`config.mk`:
```
export PLATFORM = sky130hd
export DESIGN_NAME = oramTestWrap
export DESIGN_NICKNAME = d
export VERILOG_FILES = /design/src/common/oramPkg.sv /design/src/logic/widthFunnel.sv /design/src/logic/dummyGen.sv /design/src/logic/trafficGen.sv /design/src/blockCore/blockCore.sv /design/src/logic/oramTestWrap.sv
export VERILOG_INCLUDE_DIRS = /design/src /design/src/common
export SDC_FILE = /design/constraint.sdc
export NUM_CORES = 1
export LEC_CHECK = 0
export ABC_AREA = 1
export BUFFER_PORTS_ARGS = -buffer_cell sky130_fd_sc_hd__buf_2
export CORE_AREA = 4 4 220 222
export CTS_BUF_LIST = sky130_fd_sc_hd__clkbuf_16
export DETAILED_ROUTE_END_ITERATION = 7
export DIE_AREA = 0 0 224 226
export HOLD_SLACK_MARGIN = 0.06
export PLACE_DENSITY_LB_ADDON = 0.2
export SYNTH_ARGS = -nofsm -noshare
export SYNTH_HDL_FRONTEND = slang
export SYNTH_SLANG_ARGS = --single-unit
```
`constraint.sdc`:
```
create_clock -name Clock -period 5.08 [get_ports Clock]
set_input_delay 0.254 -clock Clock [delete_from_list [all_inputs] [get_ports Clock]]
set_output_delay 0.254 -clock Clock [all_outputs]
set_load 0.02 [all_outputs]
```
`src/common/oram_settings.svh`:
```
/*
 Widths and sizes for the block core, the funnels and the test logic
*/
`ifndef ORAM_SETTINGS_SVH
`define ORAM_SETTINGS_SVH

// ------------------------------
// Data path
// ------------------------------

// Block and back-end data width
`define BLOCK_WIDTH 64

// External DRAM data bus
`define NET_WIDTH 16

// Block address, also DRAMAddress
`define ADDR_WIDTH 10

// One write-mask bit per byte
`define MASK_WIDTH (`BLOCK_WIDTH / 8)

// ------------------------------
// Test logic
// ------------------------------

// Blocks written and verified by the traffic generator
`define TGEN_BLOCKS 16

// Captured status word
`define STATUS_WIDTH 32

`endif

```
`src/common/oramPkg.sv`:
```
/*
 Shared enums: user and DRAM commands, core and traffic generator states
*/
package oramPkg;

	// ------------------------------
	// Commands
	// ------------------------------

	// User block command
	typedef enum logic {
		CmdWrite = 1'b0,
		CmdRead = 1'b1
	} oramCmdE;

	// Command toward the DRAM back end
	typedef enum logic {
		DramWrite = 1'b0,
		DramRead = 1'b1
	} dramCmdE;

	// ------------------------------
	// State machines
	// ------------------------------

	// Block core, one command in flight
	typedef enum logic [2:0] {
		Idle,
		// masked write fetches the old block first
		ReadOld,
		WaitOld,
		IssueWrite,
		SendData,
		IssueRead,
		WaitRead,
		Respond
	} coreStateE;

	// Write-then-verify generator
	typedef enum logic [1:0] {
		TgCmd,
		TgData,
		TgWait,
		TgDone
	} trafficStateE;

endpackage

```
`src/logic/widthFunnel.sv`:
```
/*
 Shift-register width converter, gathers or splits, lowest piece first
*/
`timescale 1ns/1ps

module widthFunnel #(
	parameter int InWidth = 16,
	parameter int OutWidth = 64
) (
	input logic Clock,
	input logic rstN,
	input logic [InWidth-1:0] inData,
	input logic inValid,
	output logic inReady,
	output logic [OutWidth-1:0] outData,
	output logic outValid,
	input logic outReady
);

	localparam int WideWidth = (InWidth > OutWidth) ? InWidth : OutWidth;
	localparam int NarrowWidth = (InWidth > OutWidth) ? OutWidth : InWidth;
	localparam int Ratio = WideWidth / NarrowWidth;
	localparam int CntWidth = (Ratio > 1) ? $clog2(Ratio) : 1;

	logic [WideWidth-1:0] buffer;
	logic [CntWidth-1:0] pieceCount;
	logic full;
	logic lastPiece;
	logic inFire;
	logic outFire;

	// Buffer holds one wide word
	assign inReady = !full;
	assign outValid = full;
	assign inFire = inValid && inReady;
	assign outFire = outValid && outReady;
	assign lastPiece = pieceCount == CntWidth'(Ratio - 1);

	if (WideWidth % NarrowWidth != 0) begin : gBadRatio
		$error("widthFunnel: widths %0d and %0d are not multiples", InWidth, OutWidth);
	end

	if (OutWidth > InWidth) begin : gGather
		// ------------------------------
		// Narrow in, wide out
		// ------------------------------
		assign outData = buffer;

		always_ff @(posedge Clock or negedge rstN) begin
			if (!rstN) begin
				full <= 1'b0;
				pieceCount <= '0;
			end else if (inFire) begin
				full <= lastPiece;
				pieceCount <= lastPiece ? '0 : pieceCount + 1'b1;
			end else if (outFire) begin
				full <= 1'b0;
			end
		end

		// New piece enters at the top, first one ends lowest
		always_ff @(posedge Clock) begin
			if (inFire) buffer <= {inData, buffer[WideWidth-1:InWidth]};
		end
	end else begin : gSplit
		// ------------------------------
		// Wide in, narrow out
		// ------------------------------
		assign outData = buffer[OutWidth-1:0];

		always_ff @(posedge Clock or negedge rstN) begin
			if (!rstN) begin
				full <= 1'b0;
				pieceCount <= '0;
			end else if (inFire) begin
				full <= 1'b1;
				pieceCount <= '0;
			end else if (outFire) begin
				pieceCount <= pieceCount + 1'b1;
				if (lastPiece) full <= 1'b0;
			end
		end

		always_ff @(posedge Clock) begin
			if (inFire) buffer <= inData;
			else if (outFire) buffer <= buffer >> OutWidth;
		end
	end

endmodule

```
`src/logic/dummyGen.sv`:
```
/*
 Dummy DRAM responder: LFSR data for each read, served read count
*/
`timescale 1ns/1ps
`include "oram_settings.svh"

module dummyGen (
	input logic Clock,
	input logic rstN,
	input logic commandValid,
	output logic commandReady,
	output logic [`BLOCK_WIDTH-1:0] readData,
	output logic readDataValid,
	output logic [15:0] readCount
);

	logic pending;
	logic stageQ;
	logic accept;
	logic [63:0] lfsr;
	logic feedback;

	assign commandReady = !pending;
	assign accept = commandValid && commandReady;
	// x^64 + x^63 + x^61 + x^60 + 1
	assign feedback = lfsr[63] ^ lfsr[62] ^ lfsr[60] ^ lfsr[59];

	// One read in flight, answered two cycles after accept
	always_ff @(posedge Clock or negedge rstN) begin
		if (!rstN) begin
			pending <= 1'b0;
			stageQ <= 1'b0;
			readDataValid <= 1'b0;
			readCount <= '0;
			lfsr <= 64'h5EED_C0DE_1357_9BDF;
		end else begin
			stageQ <= accept;
			readDataValid <= stageQ;
			if (accept) pending <= 1'b1;
			else if (readDataValid) pending <= 1'b0;
			if (stageQ) lfsr <= {lfsr[62:0], feedback};
			if (readDataValid && readCount != 16'hFFFF) readCount <= readCount + 1'b1;
		end
	end

	always_ff @(posedge Clock) begin
		if (stageQ) readData <= `BLOCK_WIDTH'(lfsr);
	end

	// No second command before the first is answered
	onePending: assert property (@(posedge Clock) disable iff (!rstN)
		accept |=> (!commandReady until_with readDataValid));

endmodule

```
`src/logic/trafficGen.sv`:
```
/*
 On-chip traffic generator: writes a fixed block set, reads it back, counts mismatches
*/
`timescale 1ns/1ps
`include "oram_settings.svh"

module trafficGen
	import oramPkg::*;
(
	input logic Clock,
	input logic rstN,
	output oramCmdE cmd,
	output logic [`ADDR_WIDTH-1:0] pAddr,
	output logic cmdValid,
	input logic cmdReady,
	output logic [`BLOCK_WIDTH-1:0] dataIn,
	output logic dataInValid,
	input logic dataInReady,
	input logic [`BLOCK_WIDTH-1:0] dataOut,
	input logic dataOutValid,
	output logic dataOutReady,
	output logic done,
	output logic [7:0] errorCount
);

	trafficStateE state;
	logic readPhase;
	logic [`ADDR_WIDTH-1:0] addrQ;
	logic [15:0] patternWord;
	logic lastAddr;

	// Block a holds a ^ A5C3, four copies
	assign patternWord = 16'(addrQ) ^ 16'hA5C3;
	assign lastAddr = addrQ == `ADDR_WIDTH'(`TGEN_BLOCKS - 1);

	assign cmd = readPhase ? CmdRead : CmdWrite;
	assign pAddr = addrQ;
	assign cmdValid = state == TgCmd;
	assign dataIn = {(`BLOCK_WIDTH / 16){patternWord}};
	assign dataInValid = state == TgData;
	assign dataOutReady = state == TgWait;
	assign done = state == TgDone;

	// ------------------------------
	// Write phase, then read phase
	// ------------------------------

	always_ff @(posedge Clock or negedge rstN) begin
		if (!rstN) begin
			state <= TgCmd;
			readPhase <= 1'b0;
			addrQ <= '0;
			errorCount <= '0;
		end else begin
			unique case (state)
				TgCmd: if (cmdReady) state <= readPhase ? TgWait : TgData;
				TgData: begin
					if (dataInReady) begin
						state <= TgCmd;
						// Wrap to address 0 for the reads
						if (lastAddr) begin
							readPhase <= 1'b1;
							addrQ <= '0;
						end else begin
							addrQ <= addrQ + 1'b1;
						end
					end
				end
				TgWait: begin
					if (dataOutValid) begin
						// Saturating mismatch count
						if (dataOut != dataIn && errorCount != 8'hFF) errorCount <= errorCount + 1'b1;
						if (lastAddr) begin
							state <= TgDone;
						end else begin
							addrQ <= addrQ + 1'b1;
							state <= TgCmd;
						end
					end
				end
				TgDone: state <= TgDone;
				default: state <= TgCmd;
			endcase
		end
	end

endmodule

```
`src/blockCore/blockCore.sv`:
```
/*
 Plain block store: user block commands to DRAM commands,
 partial masks done as read, merge and write back
*/
`timescale 1ns/1ps
`include "oram_settings.svh"

module blockCore
	import oramPkg::*;
(
	input logic Clock,
	input logic rstN,
	// User command port
	input oramCmdE cmd,
	input logic [`ADDR_WIDTH-1:0] pAddr,
	input logic [`MASK_WIDTH-1:0] wMask,
	input logic cmdValid,
	output logic cmdReady,
	// User data ports
	input logic [`BLOCK_WIDTH-1:0] dataIn,
	input logic dataInValid,
	output logic dataInReady,
	output logic [`BLOCK_WIDTH-1:0] dataOut,
	output logic dataOutValid,
	input logic dataOutReady,
	// Back end, one block per beat
	output logic [`ADDR_WIDTH-1:0] dramAddress,
	output dramCmdE dramCommand,
	output logic dramCommandValid,
	input logic dramCommandReady,
	input logic [`BLOCK_WIDTH-1:0] dramReadData,
	input logic dramReadDataValid,
	output logic [`BLOCK_WIDTH-1:0] dramWriteData,
	output logic dramWriteDataValid,
	input logic dramWriteDataReady,
	input logic dummyMode
);

	coreStateE state;
	logic cmdReadyQ;
	logic gotData;
	logic [`ADDR_WIDTH-1:0] dummyAddr;
	logic [`ADDR_WIDTH-1:0] addrQ;
	logic [`MASK_WIDTH-1:0] maskQ;
	logic [`BLOCK_WIDTH-1:0] newData;
	logic [`BLOCK_WIDTH-1:0] blockQ;
	logic [`BLOCK_WIDTH-1:0] merged;
	logic cmdFire;
	logic dataFire;
	logic dummyNext;

	assign cmdFire = cmdValid && cmdReady;
	assign dataFire = dataInValid && dataInReady;
	// Next dummy read, at start and after each returned block
	assign dummyNext = dummyMode && (state == Idle || (state == WaitRead && dramReadDataValid));

	// ------------------------------
	// Outputs from state
	// ------------------------------

	assign cmdReady = cmdReadyQ;
	// New block accepted while the old one is fetched
	assign dataInReady = (state == ReadOld || state == WaitOld || state == IssueWrite) && !gotData;
	assign dramCommandValid = state == ReadOld || state == IssueRead ||
		(state == IssueWrite && gotData);
	assign dramCommand = (state == IssueWrite) ? DramWrite : DramRead;
	assign dramAddress = addrQ;
	assign dramWriteData = merged;
	assign dramWriteDataValid = state == SendData;
	assign dataOut = blockQ;
	assign dataOutValid = state == Respond;

	// Byte merge, mask bit set takes the new byte
	always_comb begin
		for (int i = 0; i < `MASK_WIDTH; i++) begin
			merged[8*i +: 8] = maskQ[i] ? newData[8*i +: 8] : blockQ[8*i +: 8];
		end
	end

	// ------------------------------
	// Control FSM
	// ------------------------------

	always_ff @(posedge Clock or negedge rstN) begin
		if (!rstN) begin
			state <= Idle;
			cmdReadyQ <= 1'b0;
			gotData <= 1'b0;
			dummyAddr <= '0;
		end else begin
			if (dataFire) gotData <= 1'b1;
			if (dummyNext) dummyAddr <= dummyAddr + 1'b1;
			unique case (state)
				Idle: begin
					if (dummyMode) begin
						cmdReadyQ <= 1'b0;
						state <= IssueRead;
					end else if (cmdFire) begin
						cmdReadyQ <= 1'b0;
						gotData <= 1'b0;
						if (cmd == CmdRead) state <= IssueRead;
						else if (&wMask) state <= IssueWrite;
						else state <= ReadOld;
					end else begin
						cmdReadyQ <= 1'b1;
					end
				end
				ReadOld: if (dramCommandReady) state <= WaitOld;
				WaitOld: if (dramReadDataValid) state <= IssueWrite;
				IssueWrite: if (dramCommandValid && dramCommandReady) state <= SendData;
				SendData: if (dramWriteDataReady) state <= Idle;
				IssueRead: if (dramCommandReady) state <= WaitRead;
				WaitRead: begin
					// Dummy reads run back to back
					if (dramReadDataValid) state <= dummyMode ? IssueRead : Respond;
				end
				Respond: if (dataOutReady) state <= Idle;
				default: state <= Idle;
			endcase
		end
	end

	// Address, mask and block payload
	always_ff @(posedge Clock) begin
		if (cmdFire) begin
			addrQ <= pAddr;
			maskQ <= wMask;
		end else if (dummyNext) begin
			addrQ <= dummyAddr;
		end
		if (dataFire) newData <= dataIn;
		if (dramReadDataValid && (state == WaitOld || state == WaitRead)) blockQ <= dramReadData;
	end

	// DRAM command and address hold until taken
	dramCmdHeld: assert property (@(posedge Clock) disable iff (!rstN)
		dramCommandValid && !dramCommandReady |=>
			dramCommandValid && $stable(dramAddress) && $stable(dramCommand));

	// Registered ready only ever seen in Idle
	cmdReadyIdle: assert property (@(posedge Clock) disable iff (!rstN)
		cmdReady |-> state == Idle);

endmodule

```
`src/logic/oramTestWrap.sv`:
```
/*
 Tapeout test wrapper: mode steering, block core, traffic and dummy generators,
 DRAM width funnels and status capture
*/
`timescale 1ns/1ps
`include "oram_settings.svh"

module oramTestWrap
	import oramPkg::*;
(
	input logic Clock,
	input logic rstN,
	// User port
	input oramCmdE Cmd,
	input logic [`ADDR_WIDTH-1:0] PAddr,
	input logic [`MASK_WIDTH-1:0] WMask,
	input logic CmdValid,
	output logic CmdReady,
	input logic [`BLOCK_WIDTH-1:0] DataIn,
	input logic DataInValid,
	output logic DataInReady,
	output logic [`BLOCK_WIDTH-1:0] DataOut,
	output logic DataOutValid,
	input logic DataOutReady,
	// External DRAM port
	output logic [`ADDR_WIDTH-1:0] DRAMAddress,
	output dramCmdE DRAMCommand,
	output logic DRAMCommandValid,
	input logic DRAMCommandReady,
	input logic [`NET_WIDTH-1:0] DRAMReadData,
	input logic DRAMReadDataValid,
	output logic [`NET_WIDTH-1:0] DRAMWriteData,
	output logic DRAMWriteDataValid,
	input logic DRAMWriteDataReady,
	// Mode pins and status readout
	input logic modeTrafficGen,
	input logic modeDummyGen,
	input logic statusReq,
	output logic [`STATUS_WIDTH-1:0] statusWord
);

	logic trafficMode;
	logic dummyMode;
	oramCmdE coreCmd;
	logic [`ADDR_WIDTH-1:0] corePAddr;
	logic [`MASK_WIDTH-1:0] coreWMask;
	logic coreCmdValid;
	logic coreCmdReady;
	logic [`BLOCK_WIDTH-1:0] coreDataIn;
	logic coreDataInValid;
	logic coreDataInReady;
	logic [`BLOCK_WIDTH-1:0] coreDataOut;
	logic coreDataOutValid;
	logic coreDataOutReady;
	dramCmdE coreDramCommand;
	logic coreDramCommandValid;
	logic coreDramCommandReady;
	logic [`BLOCK_WIDTH-1:0] coreReadData;
	logic coreReadDataValid;
	logic [`BLOCK_WIDTH-1:0] coreWriteData;
	logic coreWriteDataValid;
	logic coreWriteDataReady;
	oramCmdE tgCmd;
	logic [`ADDR_WIDTH-1:0] tgPAddr;
	logic tgCmdValid;
	logic [`BLOCK_WIDTH-1:0] tgDataIn;
	logic tgDataInValid;
	logic tgDataOutReady;
	logic tgDone;
	logic [7:0] tgErrorCount;
	logic dgenCommandValid;
	logic dgenCommandReady;
	logic [`BLOCK_WIDTH-1:0] dgenReadData;
	logic dgenReadDataValid;
	logic [15:0] dgenReadCount;
	logic [`BLOCK_WIDTH-1:0] netReadData;
	logic netReadDataValid;
	logic netWriteReady;

	// Mode pins only count while in reset; both high means dummy mode
	always_ff @(posedge Clock) begin
		if (!rstN) begin
			trafficMode <= modeTrafficGen && !modeDummyGen;
			dummyMode <= modeDummyGen;
		end
	end

	// ------------------------------
	// User side steering
	// ------------------------------

	assign coreCmd = trafficMode ? tgCmd : Cmd;
	assign corePAddr = trafficMode ? tgPAddr : PAddr;
	assign coreWMask = trafficMode ? '1 : WMask;
	assign coreCmdValid = (trafficMode ? tgCmdValid : CmdValid) && !dummyMode;
	assign CmdReady = coreCmdReady && !trafficMode && !dummyMode;
	assign coreDataIn = trafficMode ? tgDataIn : DataIn;
	assign coreDataInValid = (trafficMode ? tgDataInValid : DataInValid) && !dummyMode;
	assign DataInReady = coreDataInReady && !trafficMode && !dummyMode;
	assign DataOut = coreDataOut;
	assign DataOutValid = coreDataOutValid && !trafficMode && !dummyMode;
	assign coreDataOutReady = trafficMode ? tgDataOutReady : DataOutReady;

	trafficGen i_trafficGen (
		.Clock(Clock), .rstN(rstN),
		.cmd(tgCmd), .pAddr(tgPAddr), .cmdValid(tgCmdValid),
		.cmdReady(coreCmdReady && trafficMode),
		.dataIn(tgDataIn), .dataInValid(tgDataInValid),
		.dataInReady(coreDataInReady && trafficMode),
		.dataOut(coreDataOut), .dataOutValid(coreDataOutValid && trafficMode),
		.dataOutReady(tgDataOutReady), .done(tgDone), .errorCount(tgErrorCount)
	);

	blockCore i_core (
		.Clock(Clock), .rstN(rstN),
		.cmd(coreCmd), .pAddr(corePAddr), .wMask(coreWMask),
		.cmdValid(coreCmdValid), .cmdReady(coreCmdReady),
		.dataIn(coreDataIn), .dataInValid(coreDataInValid), .dataInReady(coreDataInReady),
		.dataOut(coreDataOut), .dataOutValid(coreDataOutValid), .dataOutReady(coreDataOutReady),
		.dramAddress(DRAMAddress), .dramCommand(coreDramCommand),
		.dramCommandValid(coreDramCommandValid), .dramCommandReady(coreDramCommandReady),
		.dramReadData(coreReadData), .dramReadDataValid(coreReadDataValid),
		.dramWriteData(coreWriteData), .dramWriteDataValid(coreWriteDataValid),
		.dramWriteDataReady(coreWriteDataReady), .dummyMode(dummyMode)
	);

	// ------------------------------
	// DRAM side steering
	// ------------------------------

	assign DRAMCommand = coreDramCommand;
	assign DRAMCommandValid = coreDramCommandValid && !dummyMode;
	assign dgenCommandValid = coreDramCommandValid && dummyMode && coreDramCommand == DramRead;
	assign coreDramCommandReady = dummyMode ? dgenCommandReady : DRAMCommandReady;
	assign coreReadData = dummyMode ? dgenReadData : netReadData;
	assign coreReadDataValid = dummyMode ? dgenReadDataValid : netReadDataValid;
	// Dummy mode swallows core write data here
	assign coreWriteDataReady = dummyMode ? 1'b1 : netWriteReady;

	dummyGen i_dummyGen (
		.Clock(Clock), .rstN(rstN),
		.commandValid(dgenCommandValid), .commandReady(dgenCommandReady),
		.readData(dgenReadData), .readDataValid(dgenReadDataValid),
		.readCount(dgenReadCount)
	);

	// Four 16-bit beats gathered into one block
	widthFunnel #(.InWidth(`NET_WIDTH), .OutWidth(`BLOCK_WIDTH)) i_readFunnel (
		.Clock(Clock), .rstN(rstN),
		.inData(DRAMReadData), .inValid(DRAMReadDataValid), .inReady(),
		.outData(netReadData), .outValid(netReadDataValid), .outReady(1'b1)
	);

	widthFunnel #(.InWidth(`BLOCK_WIDTH), .OutWidth(`NET_WIDTH)) i_writeFunnel (
		.Clock(Clock), .rstN(rstN),
		.inData(coreWriteData), .inValid(coreWriteDataValid && !dummyMode),
		.inReady(netWriteReady),
		.outData(DRAMWriteData), .outValid(DRAMWriteDataValid), .outReady(DRAMWriteDataReady)
	);

	// Status: done, error count, zero byte, dummy read count
	always_ff @(posedge Clock or negedge rstN) begin
		if (!rstN) statusWord <= '0;
		else if (statusReq) statusWord <= {tgDone, tgErrorCount[6:0], 8'h00, dgenReadCount};
	end

endmodule

```
Word level (Yosys, flattened, before mapping)
Cells that the tools add are included.
{"block": "word_totals", "in_bits": 110, "out_inout_bits": 128, "wordCells": 187, "register_bits": 489}
{"block": "classes", "eq_ne": 28, "n_mux": 64, "n_reduce_logical": 57, "bitwise_logic": 4, "n_addsub": 6}
{"operator": "$mux W64", "n": 4}
{"operator": "$mux W8", "n": 9}
{"operator": "$mux W10", "n": 7}
{"operator": "$ne A64 B64 Y1", "n": 1}
{"operator": "$logic_and A1 B1 Y1", "n": 30}
{"operator": "$mux W3", "n": 10}
{"operator": "$pmux W3 S8", "n": 1}
{"operator": "$mux W1", "n": 21}
{"operator": "$add A10 B1 Y10 const B", "n": 2}
{"operator": "$mux W2", "n": 10}
{"operator": "$pmux W10 S2", "n": 1}
{"operator": "$ne A2 B1 Y1 const B", "n": 9}
{"operator": "$add A16 B1 Y16 const B", "n": 1}
{"operator": "$ne A16 B16 Y1 const B", "n": 1}
{"operator": "$reduce_and A8 Y1", "n": 2}
{"operator": "$eq A3 B3 Y1 const B", "n": 4}
{"operator": "$eq A10 B4 Y1 const B", "n": 1}
{"operator": "$reduce_bool A2 Y1", "n": 5}
{"operator": "$reduce_and A3 Y1", "n": 3}
{"operator": "$add A8 B1 Y8 const B", "n": 1}
{"operator": "$eq A2 B2 Y1 const B", "n": 4}
{"operator": "$ne A8 B8 Y1 const B", "n": 1}
{"operator": "$not A5 Y8", "n": 1}
{"operator": "$pmux W2 S4", "n": 1}
{"operator": "other kinds (13)", "n": 29}

Depth between registers and ports, before layout
{"block": "depth", "depth_word": 9, "ltp_mapped": 12, "depth_no_buf": 12}

Hierarchy
Synthesis repeated with hierarchy kept, for this count alone.
{"block": "hier_totals", "cells_unflattened": 2229, "area_unflattened_um2": 22372.7}
{"module": "blockCore", "seq_area_each_um2": 4759.6, "n_inst": 1, "cells_each": 399, "area_each_um2": 6289.8}
{"module": "dummyGen", "seq_area_each_um2": 4047.6, "n_inst": 1, "cells_each": 456, "area_each_um2": 5432.7}
{"module": "widthFunnel (i_writeFunnel)", "seq_area_each_um2": 1996.9, "n_inst": 1, "cells_each": 295, "area_each_um2": 3044.2}
{"module": "oramTestWrap", "seq_area_each_um2": 660.6, "n_inst": 1, "cells_each": 614, "area_each_um2": 3006.6}
{"module": "trafficGen", "seq_area_each_um2": 525.5, "n_inst": 1, "cells_each": 382, "area_each_um2": 2522.4}
{"module": "widthFunnel (i_readFunnel)", "seq_area_each_um2": 1996.9, "n_inst": 1, "cells_each": 83, "area_each_um2": 2077.0}

Least setup slack after synthesis
Ideal clock, no wire load.
{"block": "synth_path", "path_kind": "register -> register", "start": "register dummyMode", "end": "register i_core.dummyAddr[6]", "setup_slack_ns": 0.531, "period_less_slack_ns": 4.549, "t_arrival_ns": 4.432, "required_time_ns": 4.963, "path_stages_with_launch": 11, "path_buffers": 0, "setup_time_ns": 0.117, "cell_sequence": "edfxtp_1 > o21ai_1 > inv_1 > nor2_1 > nand3_1 > nand2_2 > nand2_2 > nor2_4 > nand3_1 > nand2_1 > nand2_1"}
{"block": "synth_between", "elab_chain_cells": 4}
{"element": "from (decl)", "line_no": "oramTestWrap.sv:43", "text": "logic dummyMode;"}
{"element": "from (signal assigned)", "line_no": "oramTestWrap.sv:84", "text": "dummyMode <= modeDummyGen;"}
{"element": "$mux W1", "line_no": "oramTestWrap.sv:136", "text": "assign coreReadDataValid = dummyMode ? dgenReadDataValid : netReadDataValid;"}
{"element": "$logic_and A1 B1 Y1", "line_no": "blockCore.sv:55", "text": "assign dummyNext = dummyMode && (state == Idle || (state == WaitRead && dramReadDataValid));"}
{"element": "$logic_or A1 B1 Y1", "line_no": "blockCore.sv:55"}
{"element": "$logic_and A1 B1 Y1 *", "line_no": "blockCore.sv:55"}
{"element": "to (signal assigned)", "line_no": "blockCore.sv:92", "text": "if (dummyNext) dummyAddr <= dummyAddr + 1'b1;"}
{"element": "to (decl)", "line_no": "blockCore.sv:42", "text": "logic [`ADDR_WIDTH-1:0] dummyAddr;"}
Mark *: on every way between the ends. The rest lies on a longest branch, timed or not.
A chain may end at the register's enable or synchronous reset.

Final worst setup path
{"block": "layout_path", "start": "register i_core.state[0]", "end": "register i_writeFunnel.buffer[55], enable pin"}
{"block": "layout_between", "elab_chain_cells": 4}
{"element": "from (decl)", "line_no": "blockCore.sv:39", "text": "coreStateE state;"}
{"element": "from (signal assigned)", "line_no": "blockCore.sv:86", "text": "state <= Idle;"}
{"element": "from (signal assigned)", "line_no": "blockCore.sv:97", "text": "state <= IssueRead;"}
{"element": "from (signal assigned)", "line_no": "blockCore.sv:101", "text": "if (cmd == CmdRead) state <= IssueRead;"}
{"element": "$eq A3 B3 Y1", "line_no": "blockCore.sv:69", "text": "assign dramWriteDataValid = state == SendData;"}
{"element": "$logic_and A1 B1 Y1", "line_no": "oramTestWrap.sv:156", "text": ".inData(coreWriteData), .inValid(coreWriteDataValid && !dummyMode),"}
{"element": "$logic_and A1 B1 Y1", "line_no": "widthFunnel.sv:35", "text": "assign inFire = inValid && inReady;"}
{"element": "$reduce_bool A2 Y1 (no line)"}
{"element": "to (signal assigned)", "line_no": "widthFunnel.sv:85", "text": "if (inFire) buffer <= inData;"}
{"element": "to (signal assigned)", "line_no": "widthFunnel.sv:86", "text": "else if (outFire) buffer <= buffer >> OutWidth;"}
{"element": "to (decl)", "line_no": "widthFunnel.sv:25", "text": "logic [WideWidth-1:0] buffer;"}
No other way between the ends.

==> flow_metrics.env <==
export IMPL_final_util_pct=53.6
export IMPL_period_minus_slack_ns=2.85
export IMPL_initial_core_util_pct=44.7
export IMPL_rrSetupSlack_ns=2.23
export IMPL_finalCritPeriodShare_pct=56.1
export IMPL_outcome="finished clean"
export IMPL_wl_per_cell_um=17.5
export IMPL_cts_max_level=2
export IMPL_port_buffers=229
export IMPL_max_cap_violations=0
export IMPL_io_pins=238
export IMPL_drt_wl_total_um=51400
export IMPL_die_area_sq_mm=0.0506
export IMPL_num_rows=79
export IMPL_die_w_um=224
export IMPL_worst_pin_slew_ns=0.991
export IMPL_critPathCaptureType="flip-flop"
export IMPL_yosysUniqueCellTypes=45
export IMPL_synth_edff_count=340
export IMPL_cts_tree="done"
export IMPL_ant_nets=0
export IMPL_pwr_share_seq_pct=50.5
export IMPL_hold_path_startpoint="PAddr[3]"
export IMPL_vdd_drop_max_v=0.000310
export IMPL_hold_viol=0
export IMPL_p_int_mw=7.53
export IMPL_ys_seq_area_share_pct=67.6
export IMPL_drc_errors=0
export IMPL_p_leak_nw=10.6
export IMPL_n_antenna_cell=0
export IMPL_gp_congestion=0.891
export IMPL_p_switching_mw=3.10
export IMPL_cts_resized=0
export IMPL_synthCells=1985
export IMPL_clkTransAtPathRegs_ns=0.06
export IMPL_swShare_pct=29.2
export IMPL_ys_flop_type="edfxtp_1"
export IMPL_async_flop_share_pct=30.5
export IMPL_min_path_cells=3
export IMPL_power_mw=10.6
export IMPL_criticalPathCategory="reg -> reg"
export IMPL_drive_gt1_share_pct=17.8
export IMPL_worstSetupStartpoint="i_core.state[0]"
export IMPL_path_max_fanout=33
export IMPL_clock_latency_ns=0.58
export IMPL_die_h_um=226
export IMPL_synth_seq_cells=489
export IMPL_cp_start_kind="flip-flop"
export IMPL_pwr_share_comb_pct=17.1
export IMPL_arrival_ns=3.07
export IMPL_dr_total_vias=14510
export IMPL_rsz0062_at_grt="no"
export IMPL_synth_area_sq_mm=0.0207
export IMPL_hold_ws_ns=0.0905
export IMPL_grt_antenna_before_repair=1
export IMPL_setup_viol=0
export IMPL_relSlewSlack_pct=33.8
export IMPL_place_hpwl_um=35300
export IMPL_ys_warn_count=0
export IMPL_clock_sinks=489
export IMPL_tns_ns=0
export IMPL_crit_required_ns=5.30
export IMPL_cts_buffers_inserted=52
export IMPL_clk_path_buf_depth=3
export IMPL_viasPerCell=4.94
export IMPL_first_iter_violations=1184
export IMPL_cts_root_buffer_cell="clkbuf_16"
export IMPL_syn_to_final_growth_pct=20.0
export IMPL_grt_pass1_wl_um=79200
export IMPL_fin_skew_ns=0.0219
export IMPL_grt_use_total_pct=20.0
export IMPL_dr_pass1_iters=7
export IMPL_powerDensity_mw_per_mm2=428
export IMPL_avgSynthCellArea_sq_um=10.4
export IMPL_r2r_start="i_core.state[0]"
export IMPL_nNetsFinal=2405
export IMPL_final_max_slew_viol_count=0
export IMPL_reg2reg_depth=7
export IMPL_grt_pass1_vias=14117
export IMPL_power_share_clock_pct=32.4
export IMPL_fmax_ghz=0.351
export IMPL_holdCritPathClass="in -> reg"
export IMPL_gr_total_overflow=0
export IMPL_grt_max_degree=94
export IMPL_fill_cells=4081
export IMPL_core_area_sq_mm=0.0464
## cell families (layout without fill, tap and decap cells)
kind of cell               Yosys count  count (layout)  share of synthesized area, %
DFF                                489             489                          67.6
buffers and inverters              277             617                          5.63
xor gates and xnor gates            46              46                          1.95
other                                1               8                        0.0181
muxes                                9               9                         0.489
adders and majority gates            6               6                         0.363
AOI/OAI and AO/OA                  225             225                          5.84
and+or+nand+nor                    932             932                          18.2
## layout make-up
cell class | instances | area (sq um) | area share [%]
clock inverter | 43 | 216 | 0.871
clock buffer | 54 | 1350 | 5.44
inverter | 178 | 669 | 2.69
multi-input combinational | 1226 | 5600 | 22.5
timing repair buffer | 342 | 2250 | 9.06
sequential | 489 | 14000 | 56.3
tap | 607 | 759 | 3.06
## cells in the mapped netlist (13+ instances only)
cell / count / area [sq um]
clkbuf_1: 49 / 184
inv_2: 14 / 52.6
nor3_1: 14 / 70.1
buf_2: 13 / 65.1
nand2_1: 712 / 2670
a21oi_1: 42 / 210
o21ai_0: 126 / 631
buf_4: 27 / 203
or2_2: 20 / 125
inv_1: 162 / 608
nand3_1: 32 / 160
edfxtp_1: 340 / 10200
nand4_1: 17 / 106
xnor2_1: 17 / 149
o21ai_1: 32 / 160
xor2_1: 29 / 254
dfstp_2: 39 / 1020
nor2_1: 116 / 435
dfrtp_1: 110 / 2750
## power by group through the flow
stage / sequential [mW] / combinational, mW / clock [mW]
after floorplan: 5.42 / 1.23 / 0
after global placement: 5.44 / 1.73 / 0
after detailed placement: 5.45 / 1.77 / 0
after CTS: 5.37 / 1.84 / 3.54
after global routing: 5.43 / 2.05 / 3.72
final: 5.37 / 1.82 / 3.45
## critical path, stage by stage (launching register included)
cell and delay (ns):
dfrtp_1 0.42, nor2_1 0.20, nand3_1 0.20, nor2_2 0.13
buf_4 0.31, inv_2 0.07, nand2_2 0.58, buf_4 0.52
## sequential cells by signal, summed over array words and instances, names as in the netlist, 2 cells and up
register / count
i_core.dramAddress: 10
i_core.maskQ: 8
i_readFunnel.pieceCount: 2
statusWord: 24
i_writeFunnel.pieceCount: 2
i_core.state: 3
i_readFunnel.outData: 64
i_dummyGen.readCount: 16
i_dummyGen.lfsr: 64
i_trafficGen.pAddr: 10
i_core.dataOut: 64
i_core.newData: 64
i_writeFunnel.buffer: 64
i_trafficGen.state: 2
i_trafficGen.errorCount: 8
i_dummyGen.readData: 64
i_core.dummyAddr: 10
## final timing paths
kind | end
max in group asynchronous | i_dummyGen.lfsr[61]
hold reg to reg | i_dummyGen.readData[5]
min in group asynchronous | i_core.dummyAddr[8]
hold / removal | i_core.dramAddress[3]
setup / recovery | i_writeFunnel.buffer[55]
setup reg to reg | i_writeFunnel.buffer[55]
## metal layers
layer / part of all wire [%] / wire, um / up-vias / track usage, %
li1: - / - / 7080 / -
met1: 45 / 23200 / 6910 / 28.9
met2: 46 / 23500 / 435 / 31.1
met3: 6.0 / 3060 / 85 / 2.98
met4: 3.2 / 1640 / 0 / 7.14
met5: 0 / 0 / - / 0
## per-stage QoR
step / std cells / area [sq um] / setup WS (ns)
floorplan: 1992 / 20700 / 0.531
global placement: 2742 / 22300 / 2.27
detailed placement: 2742 / 22300 / 2.23
CTS: 2939 / 24800 / 2.20
global route: 2939 / 24800 / 2.02
finish: 2939 / 24800 / 2.23
## layout by cell type (no fill, tap or decap), drive strengths merged
cell type	instances
nand2	714
edfxtp	340
buf	242
inv	196
o21ai	166
nor2	123
dfrtp	110
dlygate4sd3	100
clkbuf	54
a21oi	42
dfstp	39
nand3	35
xor2	29
clkinv	24
or2	20
nand4	17
xnor2	17
nor3	14
mux2	9
conb	8
nor4	7
ha	6
o211ai	6
a31oi	6
o22ai	2
nand3b	2
o31ai	1
o21a	1
a22oi	1
bufinv	1
## what timing repair did
action,in CTS,in global routing
buffers inserted,0,0
endpoints found under the hold margin,154,0
hold buffers,100,0
(Power assumes the default switching activity.)
